`src/design/flash_rd_pkg.sv`:
```
/*
  Shared definitions of the flash read pipeline
  - address and data widths with their vector types
  - read buffer state encoding
  - buffer, response order and flash operation structs
*/

package flash_rd_pkg;

  // a bus word is half a flash word, so the bus address has one more bit
  localparam int BusAddrW   = 12;
  localparam int WordAddrW  = 11;
  localparam int PageW      = 5;
  localparam int WordW      = 6;
  localparam int BufIdxW    = 3;
  localparam int FlashDataW = 64;
  localparam int BusDataW   = 32;

  typedef logic [BusAddrW-1:0]   bus_addr_t;
  typedef logic [WordAddrW-1:0]  word_addr_t;
  typedef logic [BufIdxW-1:0]    buf_idx_t;
  typedef logic [FlashDataW-1:0] flash_data_t;
  typedef logic [BusDataW-1:0]   bus_data_t;

  // a buffer is allocated into BufWip and turns BufValid when its data lands
  typedef enum logic [1:0] {
    BufInvalid = 2'd0,
    BufWip     = 2'd1,
    BufValid   = 2'd2
  } buf_state_e;

  typedef struct packed {
    buf_state_e  state;
    word_addr_t  addr;
    flash_data_t data;
  } rd_buf_t;

  // one entry per accepted read, naming the data source and the bus half
  typedef struct packed {
    buf_idx_t buf_idx;
    logic     word_sel;
  } rsp_entry_t;

  typedef struct packed {
    logic prog;
    logic pg_erase;
    logic bk_erase;
  } flash_op_t;

endpackage

```
`src/design/flash_rd_buf_dep.sv`:
```
/*
  Buffer dependency tracking
  - one counter per buffer of responses still queued for it
  - dependency flags and the all-blocked indication
*/

module flash_rd_buf_dep
  import flash_rd_pkg::*;
#(
  parameter int NumBuf   = 4,
  parameter int RspDepth = 4
) (
  input  logic              clk_i,
  input  logic              rst_ni,
  input  logic              en_i,
  input  logic              wr_i,
  input  logic              rd_i,
  input  buf_idx_t          wr_idx_i,
  input  buf_idx_t          rd_idx_i,
  output logic [NumBuf-1:0] dep_o,
  output logic              all_dep_o
);

  // a counter must hold every entry the response FIFO can hold
  localparam int CntW = $clog2(RspDepth + 1);

  typedef logic [CntW-1:0] cnt_t;

  cnt_t cnt_q [NumBuf];

  for (genvar i = 0; i < NumBuf; i++) begin : gen_cnt
    logic inc;
    logic dec;

    // nothing is tracked while the buffers are off, as the FIFO is empty at every switch
    assign inc = en_i & wr_i & (wr_idx_i == buf_idx_t'(i));
    assign dec = en_i & rd_i & (rd_idx_i == buf_idx_t'(i));

    always_ff @(posedge clk_i or negedge rst_ni) begin
      if (!rst_ni) begin
        cnt_q[i] <= '0;
      end else if (inc && !dec) begin
        cnt_q[i] <= cnt_q[i] + cnt_t'(1);
      end else if (dec && !inc) begin
        cnt_q[i] <= cnt_q[i] - cnt_t'(1);
      end
    end

    // a buffer with queued responses must keep its contents
    assign dep_o[i] = cnt_q[i] != '0;
  end

  assign all_dep_o = &dep_o;

endmodule

```
`config.mk`:
```
export PLATFORM = sky130hd
export DESIGN_NAME = flash_rd_buf_dep
export DESIGN_NICKNAME = d
export VERILOG_FILES = /design/src/design/flash_rd_pkg.sv /design/src/design/flash_rd_buf_dep.sv
export SDC_FILE = /design/constraint.sdc
export NUM_CORES = 1
export LEC_CHECK = 0
export BUFFER_PORTS_ARGS = -buffer_cell sky130_fd_sc_hd__clkbuf_2
export CAP_MARGIN = 20
export CORE_MARGIN = 1
export CORE_UTILIZATION = 55
export CTS_CLUSTER_SIZE = 12
export DETAILED_ROUTE_END_ITERATION = 6
export HOLD_SLACK_MARGIN = 0.08
export PLACE_DENSITY = 0.89
export REMOVE_ABC_BUFFERS = 1
export SYNTH_ARGS = -nofsm -noshare
export SYNTH_HDL_FRONTEND = slang
export SYNTH_SLANG_ARGS = --single-unit
```
`constraint.sdc`:
```
create_clock -name clk_i -period 2.85 [get_ports clk_i]
set_input_delay 0.4275 -clock clk_i [delete_from_list [all_inputs] [get_ports clk_i]]
set_output_delay 0.4275 -clock clk_i [all_outputs]
set_load 0.1 [all_outputs]
```
==> impl_metrics.toml <==
[outcome]
status = "finished, final reports clean"

[die]
rows = 12
core_sq_um = 1170
dieArea_sq_um = 1480
die_h_microns = 38.4
io_pins = 16
die_x_microns = 38.4
start_util = 0.623

[clock_tree]
cts_buffer_depth = 2
root_buffer = "clkbuf_4"
cts_tree = "built"
clkLatencyLatePin_ns = 0.26
cts_buffers = 3
clk_pin_slew_ns = 0.06
htree_levels = 1
cts-resized-gates = 0
clkSinkCount = 12

[timing]
fmax_mhz = 478
maxSlewHeadroom = 0.641
setup-tns-final_ns = 0
slew_violations = 0
setup_viol = 0
fin_crit_sh = 0.734
fin_crit_ns = 2.09
hold_viol = 0
worstMarginPinSlew_ns = 0.541
skew_ns = 0.00166
grt_setup_unrepaired = "no"

[synthesis]
synth_edf_count = 0
async_flop_share = 1.00
yosysWarnings = 0
synth_area_sq_um = 729
synth_top_cell_area_share = 0.412
avgSynthCellArea_sq_um = 11.6
yosys_most_used_dff = "dfrtp_1"
ys_ff_latch = 12
post-synth-top-area-cell = "dfrtp_1"
synthCells = 63
yosysMostFrequentCell = "dfrtp_1"
synth_top_cells_by_count = "dfrtp_1, xor2_1, nor2_1"
synth_cell_types = 18
ys_seq_area_frac = 0.412
netlist_top_cells_area = "dfrtp_1, fa_1, xor2_1, ha_1, mux2_2"

[worst_setup_path]
required_ns = 2.42
cp_max_fo = 3
r2r_end = "cnt_q[8]"
path_class = "flop to primary output"
ff2ff_path_depth = 4
r2r_slack_ns = 1.46
endpoint_kind = "primary output"
r2r-start = "cnt_q[6]"
arrival_ns = 1.66
critPathLaunchType = "flop"

[worst_hold_path]
worst_hold_path_type = "flop to flop"
min_to = "cnt_q[5]"
min_from = "cnt_q[5]"
holdPathStages = 1

[cells_and_area]
areaGrowthSynthToFinish_pct = 17.2
drive_gt1_frac = 0.280
top_regs = "cnt_q (12)"
n_antenna_cell = 0
largest_reg_flops = 12
final_net_count = 103
largest_register = "cnt_q"

[placed_design]
gp_congestion = 0.676
portBuffers = 15
dp_hpwl_microns = 1090

[global_route]
antenna_found_initial = 0
grt_overflow = 0
grt_pass1_wl_microns = 2070
grt_max_degree = 13
grt_use_total = 0.223
grt_pass1_vias = 466

[route]
drtIter0Drc = 3
via_per_inst = 5.27
wire_per_inst_microns = 12.8
finalWirelength_microns = 1230
first_pass_iters = 2
ant_nets = 0
drcViolationCount = 0
vias = 506

[flow_run]
maxCapViolCount = 0
## repair_timing
item / in CTS / in global routing
hold buffers: 1 / 0
hold endpoints to repair: 12 / 0
buffers inserted: 0 / 0
## stage by stage
stage	instances	util	hold slack, ns	setup slack [ns]	instance area (sq um)
2_1_floorplan	63	-	0.132	0.355	729
3_3_place_gp	92	0.702	0.314	0.751	822
3_5_place_dp	92	0.702	0.321	0.684	822
4_1_cts	96	0.730	0.464	0.741	855
5_1_grt	96	0.730	0.479	0.709	855
6_report	96	0.730	0.462	0.758	855
## cell families (layout without fill, tap and decap cells)
family | Yosys count | count (layout) | share of synthesized area
simple gates | 22 | 22 | 0.178
xor+xnor | 12 | 12 | 0.144
flops | 12 | 12 | 0.412
fa+ha+maj | 8 | 8 | 0.178
buf+inv | 5 | 24 | 0.0257
mux | 4 | 4 | 0.0617
## worst max path at each step
stage,from,end,cells past startpoint
after global placement,rd_idx_i[2],cnt_q[7],7
after floorplan,cnt_q[3],all_dep_o,2
final,cnt_q[6],all_dep_o,3
after detailed placement,rd_idx_i[2],cnt_q[7],7
after global routing,cnt_q[6],all_dep_o,3
after CTS,cnt_q[6],all_dep_o,3
## critical path, stage by stage, from the launching register on
cell and delay [ns]:
dfrtp_1 0.44, or3_4 0.40, and4_1 0.20, clkbuf_2 0.36
## area by class of cell
cell class	count	area [sq um]
flip-flops and latches	12	300
clock buffers	3	22.5
fillers	89	317
multi-input cells	46	410
repair buffers	16	85.1
inverters	5	18.8
well taps	14	17.5
## layout by cell type (no fill, tap or decap)
master         netlist  routed
xnor2_1              4       4
ha_1                 4       4
or3_1                4       4
mux2_2               4       4
clkbuf_4             0       3
inv_1                5       5
fa_1                 4       4
or3b_1               1       1
xor2_1               8       8
nor3_1               2       2
and4_1               1       1
nand3b_1             2       2
clkbuf_2             0      15
dlygate4sd3_1        0       1
nor2_1               7       7
or3_4                1       1
nand4_1              1       1
nand4b_1             1       1
nor2b_1              1       1
dfrtp_1             12      12
nand2_1              1       1
## layer usage
metal / global-route usage / wire length [microns] / vias up
li1: - / - / 251
met1: 0.288 / 520 / 233
met2: 0.343 / 612 / 18
met3: 0.0174 / 44 / 4
met4: 0.181 / 48 / 0
met5: 0 / 0 / -
Power is left out: the tool's default activity adds up to more than one toggle a clock period on the data nets, which glitch-free logic cannot reach.
