### src/design/flash_rd_pkg.sv
/*
  Shared definitions of the flash read pipeline
  - address and data widths with their vector types
  - read buffer state encoding
  - buffer, response order and flash operation structs
*/

package flash_rd_pkg;

  // a bus word is half a flash word, so the bus address has one more bit
  localparam int BusAddrW   = 12;
  localparam int WordAddrW  = 11;
  localparam int PageW      = 5;
  localparam int WordW      = 6;
  localparam int BufIdxW    = 3;
  localparam int FlashDataW = 64;
  localparam int BusDataW   = 32;

  typedef logic [BusAddrW-1:0]   bus_addr_t;
  typedef logic [WordAddrW-1:0]  word_addr_t;
  typedef logic [BufIdxW-1:0]    buf_idx_t;
  typedef logic [FlashDataW-1:0] flash_data_t;
  typedef logic [BusDataW-1:0]   bus_data_t;

  // a buffer is allocated into BufWip and turns BufValid when its data lands
  typedef enum logic [1:0] {
    BufInvalid = 2'd0,
    BufWip     = 2'd1,
    BufValid   = 2'd2
  } buf_state_e;

  typedef struct packed {
    buf_state_e  state;
    word_addr_t  addr;
    flash_data_t data;
  } rd_buf_t;

  // one entry per accepted read, naming the data source and the bus half
  typedef struct packed {
    buf_idx_t buf_idx;
    logic     word_sel;
  } rsp_entry_t;

  typedef struct packed {
    logic prog;
    logic pg_erase;
    logic bk_erase;
  } flash_op_t;

endpackage

### src/design/flash_rd_rsp_fifo.sv
/*
  Response order FIFO
  - holds buffer index and word select per accepted read
  - synchronous, with pointers and an entry count
*/

module flash_rd_rsp_fifo
  import flash_rd_pkg::*;
#(
  parameter int RspDepth = 4
) (
  input  logic       clk_i,
  input  logic       rst_ni,
  input  logic       wr_i,
  input  rsp_entry_t wdata_i,
  input  logic       rd_i,
  output logic       full_o,
  output logic       empty_o,
  output rsp_entry_t rdata_o
);

  localparam int PtrW = (RspDepth > 1) ? $clog2(RspDepth) : 1;
  localparam int CntW = $clog2(RspDepth + 1);

  typedef logic [PtrW-1:0] ptr_t;
  typedef logic [CntW-1:0] cnt_t;

  rsp_entry_t mem_q [RspDepth];
  ptr_t       wr_ptr_q;
  ptr_t       rd_ptr_q;
  cnt_t       cnt_q;
  logic       push;
  logic       pop;

  assign push = wr_i & ~full_o;
  assign pop  = rd_i & ~empty_o;

  //////////////////////////////////////////////////////////////////////////
  // pointers and count
  //////////////////////////////////////////////////////////////////////////

  always_ff @(posedge clk_i or negedge rst_ni) begin
    if (!rst_ni) begin
      wr_ptr_q <= '0;
      rd_ptr_q <= '0;
      cnt_q    <= '0;
    end else begin
      if (push) begin
        wr_ptr_q <= (wr_ptr_q == ptr_t'(RspDepth - 1)) ? '0 : wr_ptr_q + ptr_t'(1);
      end
      if (pop) begin
        rd_ptr_q <= (rd_ptr_q == ptr_t'(RspDepth - 1)) ? '0 : rd_ptr_q + ptr_t'(1);
      end
      if (push && !pop) begin
        cnt_q <= cnt_q + cnt_t'(1);
      end else if (pop && !push) begin
        cnt_q <= cnt_q - cnt_t'(1);
      end
    end
  end

  // the entry storage is written at the write pointer
  always_ff @(posedge clk_i) begin
    if (push) begin
      mem_q[wr_ptr_q] <= wdata_i;
    end
  end

  assign rdata_o = mem_q[rd_ptr_q];
  assign full_o  = cnt_q == cnt_t'(RspDepth);
  assign empty_o = cnt_q == '0;

endmodule

### config.mk
export PLATFORM = sky130hd
export DESIGN_NAME = flash_rd_rsp_fifo
export DESIGN_NICKNAME = d
export VERILOG_FILES = /design/src/design/flash_rd_pkg.sv /design/src/design/flash_rd_rsp_fifo.sv
export SDC_FILE = /design/constraint.sdc
export NUM_CORES = 1
export LEC_CHECK = 0
export BUFFER_PORTS_ARGS = -buffer_cell sky130_fd_sc_hd__buf_2
export CAP_MARGIN = 15
export CELL_PAD_IN_SITES_DETAIL_PLACEMENT = 0
export CELL_PAD_IN_SITES_GLOBAL_PLACEMENT = 1
export CORE_UTILIZATION = 53
export CTS_BUF_LIST = sky130_fd_sc_hd__clkbuf_4
export DETAILED_ROUTE_END_ITERATION = 8
export PLACE_DENSITY_LB_ADDON = 0.12
export SETUP_SLACK_MARGIN = 0.3
export SYNTH_ARGS = -nofsm -noshare
export SYNTH_HDL_FRONTEND = slang
export SYNTH_SLANG_ARGS = --single-unit
### constraint.sdc
create_clock -name clk_i -period 5.23 [get_ports clk_i]
set_input_delay 0.7845 -clock clk_i [delete_from_list [all_inputs] [get_ports clk_i]]
set_output_delay 0.7845 -clock clk_i [all_outputs]
set_load 0.02 [all_outputs]
==> results_dict.tcl <==
set metrics [dict create \
    die_y_microns 46.43 \
    yosysWarnings 0 \
    dieArea_sq_um 2155 \
    critPathArrivalTime_ns 1.57 \
    synthArstFlopShare_pct 30.43 \
    path_class "register to output pin" \
    clockRootBuffer "clkbuf_4" \
    synth_edf_count 16 \
    ios 14 \
    ctsHoldBuffers 0 \
    area_growth_pct 10.53 \
    post-route-period-util_pct 45.06 \
    rsz0062_at_grt "no" \
    maxSlewHeadroom_pct 78.50 \
    antenna_found_initial 0 \
    gp_congestion 0.6756 \
    gr-total-overflow 0 \
    clk-insertion-delay-late_ns 0.31 \
    ys.flop_type "edfxtp_1" \
    synth_top_area_share_pct 45.93 \
    synth_cell_type_count 18 \
    fillers 139 \
    insertedDiodeCount 0 \
    start_kind "register" \
    hold_class "input port to asynchronous set/reset pin" \
    dp.cells 94 \
    antenna_left 0 \
    worst_ir_drop_vdd_v 0.0002866 \
    max_clock_freq_ghz 0.4243 \
    cts_tree "done" \
    end_kind "output pin" \
    drive_gt1_share_pct 45.21 \
    totalWireLength_microns 1401 \
    dp_slack_ns 2.880 \
    cts.clk_slew.worst_paths_ns 0.12 \
    fin_crit_ns 2.357 \
    clock_path_buffers 2 \
    path_max_fanout 7 \
    drv_cap 0 \
    setup_violations 0 \
    rows 15 \
    initial_core_util_pct 58.67 \
    postSynthNetCount 73 \
    worst_slew_pin_slew_ns 0.3211 \
    htree_num_levels 1 \
    port_buffers 13 \
    dp_hpwl_microns 1040 \
    core_area_sq_um 1783 \
    fin_util_pct 64.84 \
    slew_violations 0 \
    drtIter0Drc 5 \
    clock-sinks 23 \
    setup_slack_ns 2.873 \
    synth_area_leaders "edfxtp_1 (46%), dfrtp_1 (17%), mux4_2 (8.6%)" \
    grt_pass1_wl_microns 2159 \
    grt_pass1_vias 469 \
    fp.dieW_microns 46.43 \
    rr_worst_depth 8 \
    syn_area_sq_um 1046 \
    hold_slack_ns 0.2852 \
    required_ns 4.45 \
    synth-seq-area-share_pct 62.68 \
    grt_usage_pct 15.62 \
    final_area_sq_um 1156 \
    status "complete, no violations" \
    yosysMostFrequentCell "edfxtp_1" \
    synth_area_leader_cell "edfxtp_1" \
    synth_common_cells "edfxtp_1 (16), dfrtp_1 (7), ha_1 (6), and2_2 (4), mux4_2 (4)" \
    r2r_setup_slack_ns 3.15 \
    cts_setup_buffers 0 \
    p_leak_nw 0.4693 \
    numCtsBuffers 3 \
    nets 89 \
    fin_tns_setup_ns 0 \
    final_cell_count_no_fill 98 \
    fin_skew_ns 0.003188 \
    fin_total_pwr_mw 0.6393 \
    synth-seq-cells 23 \
    vias 489 \
    placed_cell_area_sq_um 1126 \
    syn_inst 58 \
    firstDrtPassIters 4 \
    avgSynthCellArea_sq_um 18.03 \
    drc 0 \
    hold_violations 0 \
    grt_max_degree 13 \
    p_per_area_nw_per_um2 553.0 \
    viasPerCell 4.990 \
    cts_resized 0 \
    wl_per_cell_microns 14.30 \
]
==> worst max-delay path, stage by stage (launching register included) <==
cell     delay [ns]
dfrtp_1        0.55
mux4_2         0.55
buf_2          0.17
==> cell usage in the layout (no fill, tap or decap), types with 2 or more instances in the layout <==
cell type,instances
ha_1,6
dfrtp_1,7
mux2_4,2
edfxtp_1,16
mux4_2,4
buf_2,13
xor2_1,2
inv_1,3
and2_2,4
mux2_2,3
clkbuf_4,4
nor2_1,3
==> final timing paths <==
kind | end | from
min in group clk_i | cnt_q[2] | cnt_q[2]
max | rdata_o[2] | rd_ptr_q[0]
max reg2reg | cnt_q[2] | cnt_q[1]
min | wr_ptr_q[1] | rst_ni
min reg2reg | cnt_q[2] | cnt_q[2]
max in group asynchronous | wr_ptr_q[0] | rst_ni
==> sequential cells by signal, indices dropped and copies added, names as in the netlist <==
name	cells
wr_ptr_q	2
mem_q	16
cnt_q	3
rd_ptr_q	2
==> logic make-up after synthesis <==
| logic type | count (synthesis) | synth area share (%) |
|---|---|---|
| xor+xnor | 3 | 2.512 |
| fa+ha+maj | 7 | 9.091 |
| buf+inv | 5 | 2.631 |
| flops | 23 | 62.68 |
| mux | 9 | 14.71 |
| simple gates | 11 | 8.373 |
==> where the power goes <==
group / leakage (nW) / total [mW] / switching (mW) / internal, mW
Clock: 0.0184 / 0.0864 / 0.0514 / 0.0350
Combinational: 0.222 / 0.248 / 0.113 / 0.135
Sequential: 0.229 / 0.305 / 0.0529 / 0.252
Total: 0.469 / 0.639 / 0.218 / 0.422
==> cell type report <==
type | instances | area [sq um] | share of cell area, %
timing repair buffer | 13 | 65.06 | 5.628
clock buffer | 4 | 30.03 | 2.597
multi-input combinational | 30 | 362.8 | 31.39
tap | 25 | 31.28 | 2.706
inverter | 3 | 11.26 | 0.9740
sequential | 23 | 655.6 | 56.71
==> metal layers <==
| layer | up-vias | track usage, % | wire length, microns | part of all wire [%] |
|---|---|---|---|---|
| met3 | 4 | 3.529 | 43 | 3.1 |
| met2 | 10 | 23.06 | 653 | 47 |
| li1 | 239 | - | - | - |
| met4 | 0 | 10.59 | 41 | 2.9 |
| met5 | - | 0 | 0 | 0 |
| met1 | 236 | 20.42 | 663 | 47 |
Power figures use the tool's default switching activity.
