==> config.mk <==
export PLATFORM = sky130hd
export DESIGN_NAME = flash_rd_buf
export DESIGN_NICKNAME = d
export VERILOG_FILES = /design/src/design/flash_rd_pkg.sv /design/src/design/flash_rd_buf.sv
export SDC_FILE = /design/constraint.sdc
export NUM_CORES = 1
export LEC_CHECK = 0
export BUFFER_PORTS_ARGS = -buffer_cell sky130_fd_sc_hd__buf_2
export CAP_MARGIN = 20
export CORE_MARGIN = 1.5
export CORE_UTILIZATION = 30
export DETAILED_ROUTE_END_ITERATION = 16
export PLACE_DENSITY = 0.63
export SETUP_SLACK_MARGIN = 0.1
export SYNTH_ARGS = -nofsm -noshare
export SYNTH_HDL_FRONTEND = slang
export SYNTH_SLANG_ARGS = --single-unit
==> constraint.sdc <==
create_clock -name clk_i -period 2.6 [get_ports clk_i]
set_clock_uncertainty 0.2 [all_clocks]
set_input_delay 0.13 -clock clk_i [delete_from_list [all_inputs] [get_ports clk_i]]
set_output_delay 0.13 -clock clk_i [all_outputs]
set_load 0.01 [all_outputs]
==> src/design/flash_rd_pkg.sv <==
/*
  Shared definitions of the flash read pipeline
  - address and data widths with their vector types
  - read buffer state encoding
  - buffer, response order and flash operation structs
*/

package flash_rd_pkg;

  // a bus word is half a flash word, so the bus address has one more bit
  localparam int BusAddrW   = 12;
  localparam int WordAddrW  = 11;
  localparam int PageW      = 5;
  localparam int WordW      = 6;
  localparam int BufIdxW    = 3;
  localparam int FlashDataW = 64;
  localparam int BusDataW   = 32;

  typedef logic [BusAddrW-1:0]   bus_addr_t;
  typedef logic [WordAddrW-1:0]  word_addr_t;
  typedef logic [BufIdxW-1:0]    buf_idx_t;
  typedef logic [FlashDataW-1:0] flash_data_t;
  typedef logic [BusDataW-1:0]   bus_data_t;

  // a buffer is allocated into BufWip and turns BufValid when its data lands
  typedef enum logic [1:0] {
    BufInvalid = 2'd0,
    BufWip     = 2'd1,
    BufValid   = 2'd2
  } buf_state_e;

  typedef struct packed {
    buf_state_e  state;
    word_addr_t  addr;
    flash_data_t data;
  } rd_buf_t;

  // one entry per accepted read, naming the data source and the bus half
  typedef struct packed {
    buf_idx_t buf_idx;
    logic     word_sel;
  } rsp_entry_t;

  typedef struct packed {
    logic prog;
    logic pg_erase;
    logic bk_erase;
  } flash_op_t;

endpackage

==> src/design/flash_rd_buf.sv <==
/*
  Single read buffer entry
  - state machine over invalid, work in progress and valid
  - stored flash word address and flash data
*/

module flash_rd_buf
  import flash_rd_pkg::*;
(
  input  logic        clk_i,
  input  logic        rst_ni,
  input  logic        en_i,
  input  logic        alloc_i,
  input  logic        update_i,
  input  logic        wipe_i,
  input  word_addr_t  addr_i,
  input  flash_data_t data_i,
  output rd_buf_t     buf_o
);

  buf_state_e  state_q, state_d;
  word_addr_t  addr_q;
  flash_data_t data_q;

  // a valid entry can be taken over by a new allocation
  // while a work in progress entry only waits for its flash data
  always_comb begin
    state_d = state_q;
    unique case (state_q)
      BufInvalid: begin
        if (alloc_i) begin
          state_d = BufWip;
        end
      end
      BufWip: begin
        if (update_i) begin
          state_d = BufValid;
        end
      end
      BufValid: begin
        if (alloc_i) begin
          state_d = BufWip;
        end
      end
      default: state_d = BufInvalid;
    endcase
    // a hazard flush or a disabled buffer always wins
    if (!en_i || wipe_i) begin
      state_d = BufInvalid;
    end
  end

  always_ff @(posedge clk_i or negedge rst_ni) begin
    if (!rst_ni) begin
      state_q <= BufInvalid;
    end else begin
      state_q <= state_d;
    end
  end

  // the address is captured at allocation and the data at update
  always_ff @(posedge clk_i) begin
    if (alloc_i) begin
      addr_q <= addr_i;
    end
    if (update_i) begin
      data_q <= data_i;
    end
  end

  assign buf_o.state = state_q;
  assign buf_o.addr  = addr_q;
  assign buf_o.data  = data_q;

endmodule

==> results.py, run 1 <==
metrics = {
    "yosys": {
        "synth_area_leaders": "edfxtp_1 (96%), dfrtp_1 (2.1%), or3b_1 (0.75%), nand2b_1 (0.53%), a21oi_1 (0.43%)",
        "synthArstFlopShare_pct": 2.597,
        "syn_inst": 84,
        "avgSynthCellArea_um2": 27.97,
        "synth_edf_count": 75,
        "synthTopCellsByCount": "edfxtp_1 (75), a21oi_1 (2), dfrtp_1 (2), nand2b_1 (2), or3b_1 (2)",
        "ys.flop_type": "edfxtp_1",
        "syn-cell-area_um2": 2350,
        "netlist.area_leader.share_pct": 95.85,
        "yosysUniqueCellTypes": 6,
        "synth-seq-area-share_pct": 97.98,
        "syn_nets": 165,
        "synth.most_common_cell": "edfxtp_1",
        "synth.largest_area_cell": "edfxtp_1",
        "synth_seq_cells": 77,
        "yosys_warnings": 0,
    },
    "worst_setup_path": {
        "crit_path_max_incr_delay_ps": 590,
        "end_kind": "flip-flop",
        "path_max_fanout": 2,
        "cp_slowest_cell": "dlygate4sd3_1",
        "crit_start": "en_i",
        "worst_ep_required_time_ps": 2680,
        "crit_top_cell": "dlygate4sd3_1",
        "worstSetupStartpointType": "input port",
        "path_cells": "dlygate4sd3_1 -> buf_2 -> nand2b_1 -> dlygate4sd3_1 -> a21oi_1 -> dlygate4sd3_1",
        "cp.arrival_ps": 2080,
        "critPathKind": "in -> reg",
        "rr_startpoint": "state_q[0]",
    },
    "die": {
        "chipHeight_um": 91.50,
        "row_count": 32,
        "initial_utilization_pct": 30.73,
        "coreArea_um2": 7647,
        "dieArea_um2": 8372,
        "ioPinCount": 158,
        "die_x_um": 91.50,
    },
    "sta": {
        "final_hold_viol_count": 0,
        "finalSetupViolCount": 0,
        "tns_ps": 0,
        "period_share_pct": 77.21,
        "slew_headroom_pct": 52.38,
        "drv_slew": 0,
        "tightestPinTransition_ps": 714.3,
        "min_period_ps": 2007,
        "rsz0062_at_grt": "false",
        "hold_ws_ps": 181.9,
        "fmax_mhz": 498.2,
    },
    "worst_hold_path": {
        "hold_path_class": "in -> reg",
        "hold_path_startpoint": "update_i",
    },
    "global_route": {
        "grt-busiest-layer": "met2",
        "antenna_found_initial": 0,
        "use_met1_pct": 15.31,
        "grt_max_degree": 37,
        "track_usage_pct": 15.45,
        "grt_pass1_vias": 1932,
        "global_route.usage.met2_pct": 27.99,
        "grt_use_met3_pct": 6.533,
        "grt_pass1_wl_um": 9418,
        "grt-ovfl-total": 0,
    },
    "cells_and_area": {
        "syn2layout_area_growth_pct": 82.91,
        "seq_area_um2": 2302,
        "drive_gt1_share_pct": 51.33,
        "multi_input_area_um2": 47.55,
        "fillers": 596,
        "insertedDiodeCount": 0,
        "final_nets": 415,
        "design_area_um2": 4298,
    },
    "clock_tree": {
        "clk_pin_slew_ps": 80,
        "cts_tree": "yes",
        "cts.root.buffer_cell": "clkbuf_8",
        "postCtsSetupBuffers": 0,
        "ctsHtreeMaxLevel": 3,
        "clock_path_buffers": 2,
        "insertion_delay_ps": 340,
        "cts_buffers": 9,
        "cts_resized": 0,
        "cts_num_sinks": 77,
        "cts_hold_repair.buffers": 81,
    },
    "job": {
        "maxCapViolations": 0,
    },
    "power_and_ir_drop": {
        "ir_worst_vdd_mv": 0.3893,
        "powerDensity_nw_per_um2": 634.3,
        "leakage_nw": 1.839,
    },
    "routing": {
        "wire_per_inst_um": 14.08,
        "drt-initial-drc-count": 82,
        "finalWirelength_um": 6209,
        "num_vias": 1755,
        "drtPass1Iterations": 4,
        "viasPerCell": 3.980,
        "drc": 0,
        "ant_nets": 0,
    },
    "outcome": {
        "status": "finished clean",
    },
    "place": {
        "gp_congestion": 0.7851,
        "postPlaceCellArea_um2": 3283,
        "io_buffer_count": 157,
    },
}
metrics by stage:
step	util, %	cells	setup slack, ps	power [mW]
global route	56.20	441	552.3	2.841
global placement	42.93	344	1077	1.747
finish	56.20	441	592.6	2.726
CTS	56.20	441	680.4	2.759
detailed placement	42.93	344	1053	1.753
floorplan	-	84	1431	1.577
worst max-delay path, delay by kind of cell:
family | cells | cell delay, ps
buffers and inverters | 4 | 1780
and+or+nand+nor | 1 | 40
AOI/OAI and AO/OA | 1 | 140
kinds of logic (layout without fill, tap and decap cells):
logic type	after synthesis	after routing	share of synthesized area, %
AOI/OAI and AO/OA	2	2	0.4260
buffers and inverters	0	255	0
and+or+nand+nor	5	5	1.598
DFF	77	77	97.98
power by group:
| group | total (mW) | switching, mW | leakage [nW] | internal [mW] |
|---|---|---|---|---|
| combinational | 0.331 | 0.146 | 0.980 | 0.185 |
| clock | 0.903 | 0.449 | 0.0968 | 0.454 |
| sequential | 1.49 | 0.0243 | 0.761 | 1.47 |
| total | 2.73 | 0.619 | 1.84 | 2.11 |
state kept, by name, indices dropped and copies added (netlist names):
register and cells:
state_q 2, data_q 64, addr_q 11
cell usage in the layout, fill, tap and decap left out:
cell           instances
clkbuf_8               9
buf_12                 1
edfxtp_1              75
nand2b_1               2
nand3b_1               1
bufinv_16              1
buf_2                157
clkinvlp_4             2
clkinv_4               1
a21oi_1                2
inv_6                  3
dfrtp_1                2
dlygate4sd3_1         81
or3b_1                 2
path summary, 6_finish.rpt:
| path | endpoint | slack [ps] | depth (start not counted) |
|---|---|---|---|
| max | state_q[0] | 590 | 6 |
| min | data_q[48] | 180 | 1 |
| max reg2reg | state_q[0] | 790 | 3 |
| min in group asynchronous | state_q[0] | 460 | 3 |
| min reg2reg | state_q[1] | 430 | 2 |
| max in group asynchronous | state_q[1] | 1590 | 3 |
routing by layer:
metal	wire length, µm	vias to the layer above
met5	0	-
met4	117	0
met3	539	12
met2	3349	97
met1	2202	807
li1	-	839
area by class of cell:
type	instances	share of cell area, %
multi-input cells	7	1.106
clock buffers	9	2.882
clock inverters	7	1.863
repair buffers	239	37.61
flip-flops and latches	77	53.57
well taps	102	2.969
Power figures use the tool's default switching activity.
==> run 2, diff against run 1 <==
- PLACE_DENSITY: 0.63 -> 0.65
- clock period: 2.6 -> 1.7 ns (I/O delays scaled with it)
==> run 2 against run 1 <==
Critical path depth fell by 3. Sequential share of layout area rose by 0.078 points. Wire length rose by 3.3%. First-iteration DRC count fell by 24%. Utilization fell by 0.082 points. Clock power rose by 50%. Count of clock-buffer cells in the layout did not move. Global-route usage barely moved. Largest cell class unchanged. Largest power group unchanged.
==> results.py, run 2 (synthesis gave the netlist of run 1 again) <==
metrics = {
    "sta": {
        "worst_slack_ps": 250.4,
        "rsz0062_at_grt": "false",
        "drv_slew": 0,
        "final_hold_viol_count": 0,
        "period_share_pct": 85.27,
        "finalSetupViolCount": 0,
        "min_period_ps": 1450,
        "fmax_mhz": 689.8,
        "tightestPinTransition_ps": 423.3,
        "slew_headroom_pct": 71.78,
        "tns_ps": 0,
    },
    "die": {
        "coreArea_um2": 7647,
        "chipHeight_um": 91.50,
        "initial_utilization_pct": 30.73,
        "die_x_um": 91.50,
        "row_count": 32,
        "dieArea_um2": 8372,
        "ioPinCount": 158,
    },
    "place": {
        "io_buffer_count": 157,
        "gp_congestion": 0.6999,
        "placed_cells": 346,
        "pre_cts_slack_ps": 506.4,
        "hpwl_um": 3935,
    },
    "cells_and_area": {
        "regMostFlops": "data_q",
        "syn2layout_area_growth_pct": 82.64,
        "reg_top3": "data_q x64, addr_q x11, state_q x2",
        "instances_no_fill": 443,
        "fillers": 607,
        "layout_common_cells": "buf_2 (157), dlygate4sd3_1 (81), edfxtp_1 (75)",
        "final_common_cell": "buf_2",
        "insertedDiodeCount": 0,
        "drive_gt1_share_pct": 51.32,
        "seq_area_um2": 2302,
        "final_nets": 417,
        "largest_reg_flops": 64,
        "multi_input_area_um2": 47.55,
    },
    "clock_tree": {
        "cts_num_sinks": 77,
        "cts.root.buffer_cell": "clkbuf_8",
        "insertion_delay_ps": 330,
        "clock_path_buffers": 2,
        "cts_tree": "yes",
        "cts_hold_repair.buffers": 81,
        "clk_pin_slew_ps": 80,
        "postCtsSetupBuffers": 0,
        "cts_resized": 0,
        "cts_buffers": 9,
        "ctsHtreeMaxLevel": 3,
    },
    "worst_setup_path": {
        "rr_startpoint": "state_q[0]",
        "crit_start": "update_i",
        "rr_worst_depth": 2,
        "path_max_fanout": 35,
        "r2r_setup_slack_ps": 480,
        "end_kind": "flip-flop",
        "endpoint": "data_q[21]",
        "worst_ep_required_time_ps": 1480,
        "cpLargestDelayFamily": "buffers and inverters",
        "cp.arrival_ps": 1230,
        "critPathBufInv": 3,
        "crit_cells": 3,
        "crit_path_max_incr_delay_ps": 540,
        "path_cells": "dlygate4sd3_1 -> buf_2 -> buf_4",
        "critPathKind": "in -> reg",
        "worstSetupStartpointType": "input port",
        "timing.rr.end": "state_q[1]",
        "cp_slowest_cell": "dlygate4sd3_1",
    },
    "routing": {
        "drt-initial-drc-count": 62,
        "drc": 0,
        "wire_per_inst_um": 14.48,
        "drtPass1Iterations": 5,
        "viasPerCell": 4.093,
        "ant_nets": 0,
        "finalWirelength_um": 6414,
        "num_vias": 1813,
    },
    "power_and_ir_drop": {
        "powerDensity_nw_per_um2": 964.5,
        "leakage_nw": 1.838,
        "ir_worst_vdd_mv": 0.5520,
    },
    "global_route": {
        "grt_max_degree": 36,
        "grt_pass1_vias": 1998,
        "grt-ovfl-total": 0,
        "grt_use_met3_pct": 9.464,
        "grt_pass1_wl_um": 9453,
        "global_route.usage.met2_pct": 26.12,
        "track_usage_pct": 15.44,
        "use_met1_pct": 15.14,
        "antenna_found_initial": 0,
        "grt-busiest-layer": "met2",
    },
    "job": {
        "maxCapViolations": 0,
    },
    "worst_hold_path": {
        "hold_path_class": "in -> reg",
    },
    "outcome": {
        "status": "finished clean",
    },
}
run 2: layer usage:
metal | share of wire, % | up-vias
li1 | - | 841
met1 | 35 | 841
met2 | 50 | 118
met3 | 12 | 13
met4 | 2.5 | 0
met5 | 0 | -
run 2: stage by stage:
stage | total power, mW | cell area (µm²) | utilization (%) | hold slack, ps
after floorplan | 2.412 | 2350 | - | -410.6
after global placement | 2.674 | 3286 | 42.96 | -319.3
after detailed placement | 2.682 | 3286 | 42.96 | -317.3
after CTS | 4.167 | 4292 | 56.12 | 226.1
after global routing | 4.313 | 4292 | 56.12 | 228.1
final | 4.139 | 4292 | 56.12 | 248.7
run 2: power by group:
part / switching (mW) / internal, mW / leakage, nW
Combinational: 0.226 / 0.284 / 0.983
Sequential: 0.0390 / 2.24 / 0.761
Clock: 0.666 / 0.680 / 0.0937
run 2: worst min-delay path by stage:
stage                           from          to  slack (ps)  cells after the start
after floorplan               rst_ni  state_q[0]        -410                      0
after global placement        rst_ni  state_q[0]        -320                      1
after detailed placement      rst_ni  state_q[1]        -320                      1
after CTS                 data_i[42]  data_q[42]         230                      2
after global routing      data_i[18]  data_q[18]         230                      2
final                      addr_i[6]   addr_q[6]         250                      2
run 2: final cells by class:
type / count / share of cell area (%)
Clock buffer: 9 / 2.886
Tap cell: 102 / 2.974
Multi-Input combinational cell: 7 / 1.108
Timing Repair Buffer: 241 / 37.73
Sequential cell: 77 / 53.64
Clock inverter: 7 / 1.662
==> run 3, diff against run 2 <==
- GPL_TIMING_DRIVEN: unset -> 0
- SKIP_LAST_GASP: unset -> 1
==> run 3 against run 2 <==
Sequential share of layout area shrank 0.078 points. First-iteration DRC count shrank 48%. Count of clock-buffer cells in the layout unchanged. Power rose by 2.7%. Non-clock buffer count shrank 3. Fmax grew 3.0%. Clock power grew 8%. Global-route usage rose by 0.21 points. Critical endpoint is now state_q[1].
==> results.py, run 3 (synthesis gave the netlist of run 1 again) <==
metrics = {
    "outcome": {
        "status": "finished clean",
    },
    "worst_setup_path": {
        "end_kind": "flip-flop",
        "cp.arrival_ps": 1430,
        "rr_worst_depth": 2,
        "worst_ep_required_time_ps": 1720,
        "critPathKind": "in -> reg",
        "worstSetupStartpointType": "input port",
        "path_max_fanout": 2,
    },
    "sta": {
        "min_period_ps": 1408,
        "drv_slew": 0,
        "fmax_mhz": 710.4,
        "tns_ps": 0,
        "final_hold_viol_count": 0,
        "finalSetupViolCount": 0,
        "period_share_pct": 82.80,
        "rsz0062_at_grt": "false",
        "hold_ws_ps": 208.7,
        "slew_headroom_pct": 42.95,
        "tightestPinTransition_ps": 855.7,
    },
    "clock_tree": {
        "cts_hold_repair.buffers": 80,
        "cts_buffers": 9,
        "cts.root.buffer_cell": "clkbuf_8",
        "postCtsSetupBuffers": 0,
        "clock_path_buffers": 2,
        "ctsHtreeMaxLevel": 3,
        "cts_tree": "yes",
        "insertion_delay_ps": 330,
        "cts_resized": 0,
        "cts_num_sinks": 77,
        "clk_pin_slew_ps": 80,
    },
    "cells_and_area": {
        "final_common_cell": "buf_2",
        "insertedDiodeCount": 0,
        "reg_top3": "data_q x64, addr_q x11, state_q x2",
        "layout_common_cells": "buf_2 (157), dlygate4sd3_1 (80), edfxtp_1 (75)",
        "fillers": 607,
        "multi_input_area_um2": 47.55,
        "largest_reg_flops": 64,
        "regMostFlops": "data_q",
        "final_nets": 414,
        "seq_area_um2": 2302,
        "syn2layout_area_growth_pct": 82.91,
        "drive_gt1_share_pct": 50.89,
    },
    "place": {
        "gp_congestion": 0.6914,
        "io_buffer_count": 157,
        "hpwl_um": 3789,
    },
    "die": {
        "die_x_um": 91.50,
        "dieArea_um2": 8372,
        "row_count": 32,
        "chipHeight_um": 91.50,
        "coreArea_um2": 7647,
        "initial_utilization_pct": 30.73,
        "ioPinCount": 158,
    },
    "global_route": {
        "antenna_found_initial": 0,
        "grt_pass1_vias": 2033,
        "track_usage_pct": 15.66,
        "grt_pass1_wl_um": 9742,
        "grt-ovfl-total": 0,
        "grt_max_degree": 38,
    },
    "routing": {
        "num_vias": 1803,
        "finalWirelength_um": 6297,
        "ant_nets": 0,
        "wire_per_inst_um": 14.31,
        "drc": 0,
        "drt-initial-drc-count": 32,
        "viasPerCell": 4.098,
        "drtPass1Iterations": 4,
    },
    "worst_hold_path": {
        "hold_path_class": "in -> reg",
        "min_path_cells": 1,
    },
    "power_and_ir_drop": {
        "p_sw_share_pct": 21.26,
        "leakage_nw": 1.844,
        "p_clk_share_pct": 34.4,
        "intPower_mw": 3.346,
        "powerDensity_nw_per_um2": 988.8,
        "ir_worst_vdd_mv": 0.6481,
        "combPwrFrac_pct": 11.9,
        "power.switching_mw": 0.9037,
        "power.total_mw": 4.250,
        "seqPwrFrac_pct": 53.7,
    },
    "job": {
        "maxCapViolations": 0,
    },
}
## run 3: layout make-up
cell class / count / area share (%)
multi-input combinational: 7 / 1.106
tap: 102 / 2.969
timing repair buffer: 238 / 37.38
clock inverter: 7 / 2.096
sequential: 77 / 53.57
clock buffer: 9 / 2.882
## run 3: stage by stage
step / setup WS [ps] / instance area [µm²] / util [%] / std cells
3_5_place_dp: 134.4 / 3283 / 42.93 / 344
2_1_floorplan: 530.8 / 2350 / - / 84
3_3_place_gp: -67.19 / 3263 / 42.67 / 343
5_1_grt: 246.8 / 4298 / 56.20 / 440
6_report: 292.4 / 4298 / 56.20 / 440
4_1_cts: 328.8 / 4298 / 56.20 / 440
## run 3: power by group through the flow
stage	clock network, mW	logic, mW	registers [mW]
floorplan	0	0.00383	2.41
global placement	0	0.350	2.32
detailed placement	0	0.360	2.32
CTS	1.51	0.501	2.28
global route	1.58	0.546	2.30
finish	1.46	0.506	2.28
## run 3: layer usage
metal | track usage, % | share of wire (%)
met3 | 9.380 | 12
met5 | 0 | 0
met1 | 15.57 | 36
met2 | 26.68 | 50
met4 | 5.729 | 1.7
## run 3: worst paths after layout
kind / from / slack, ps / endpoint
setup / recovery: en_i / 290 / state_q[1]
hold / removal: update_i / 210 / data_q[7]
setup reg to reg: state_q[0] / 510 / state_q[1]
hold reg to reg: state_q[1] / 380 / state_q[1]
max in group asynchronous: rst_ni / 770 / state_q[0]
min in group asynchronous: rst_ni / 410 / state_q[1]
## run 3: critical path, cell delays in order
cell and delay, ps:
dlygate4sd3_1 540, buf_2 120, nand2b_1 50, dlygate4sd3_1 570, a21oi_1 50
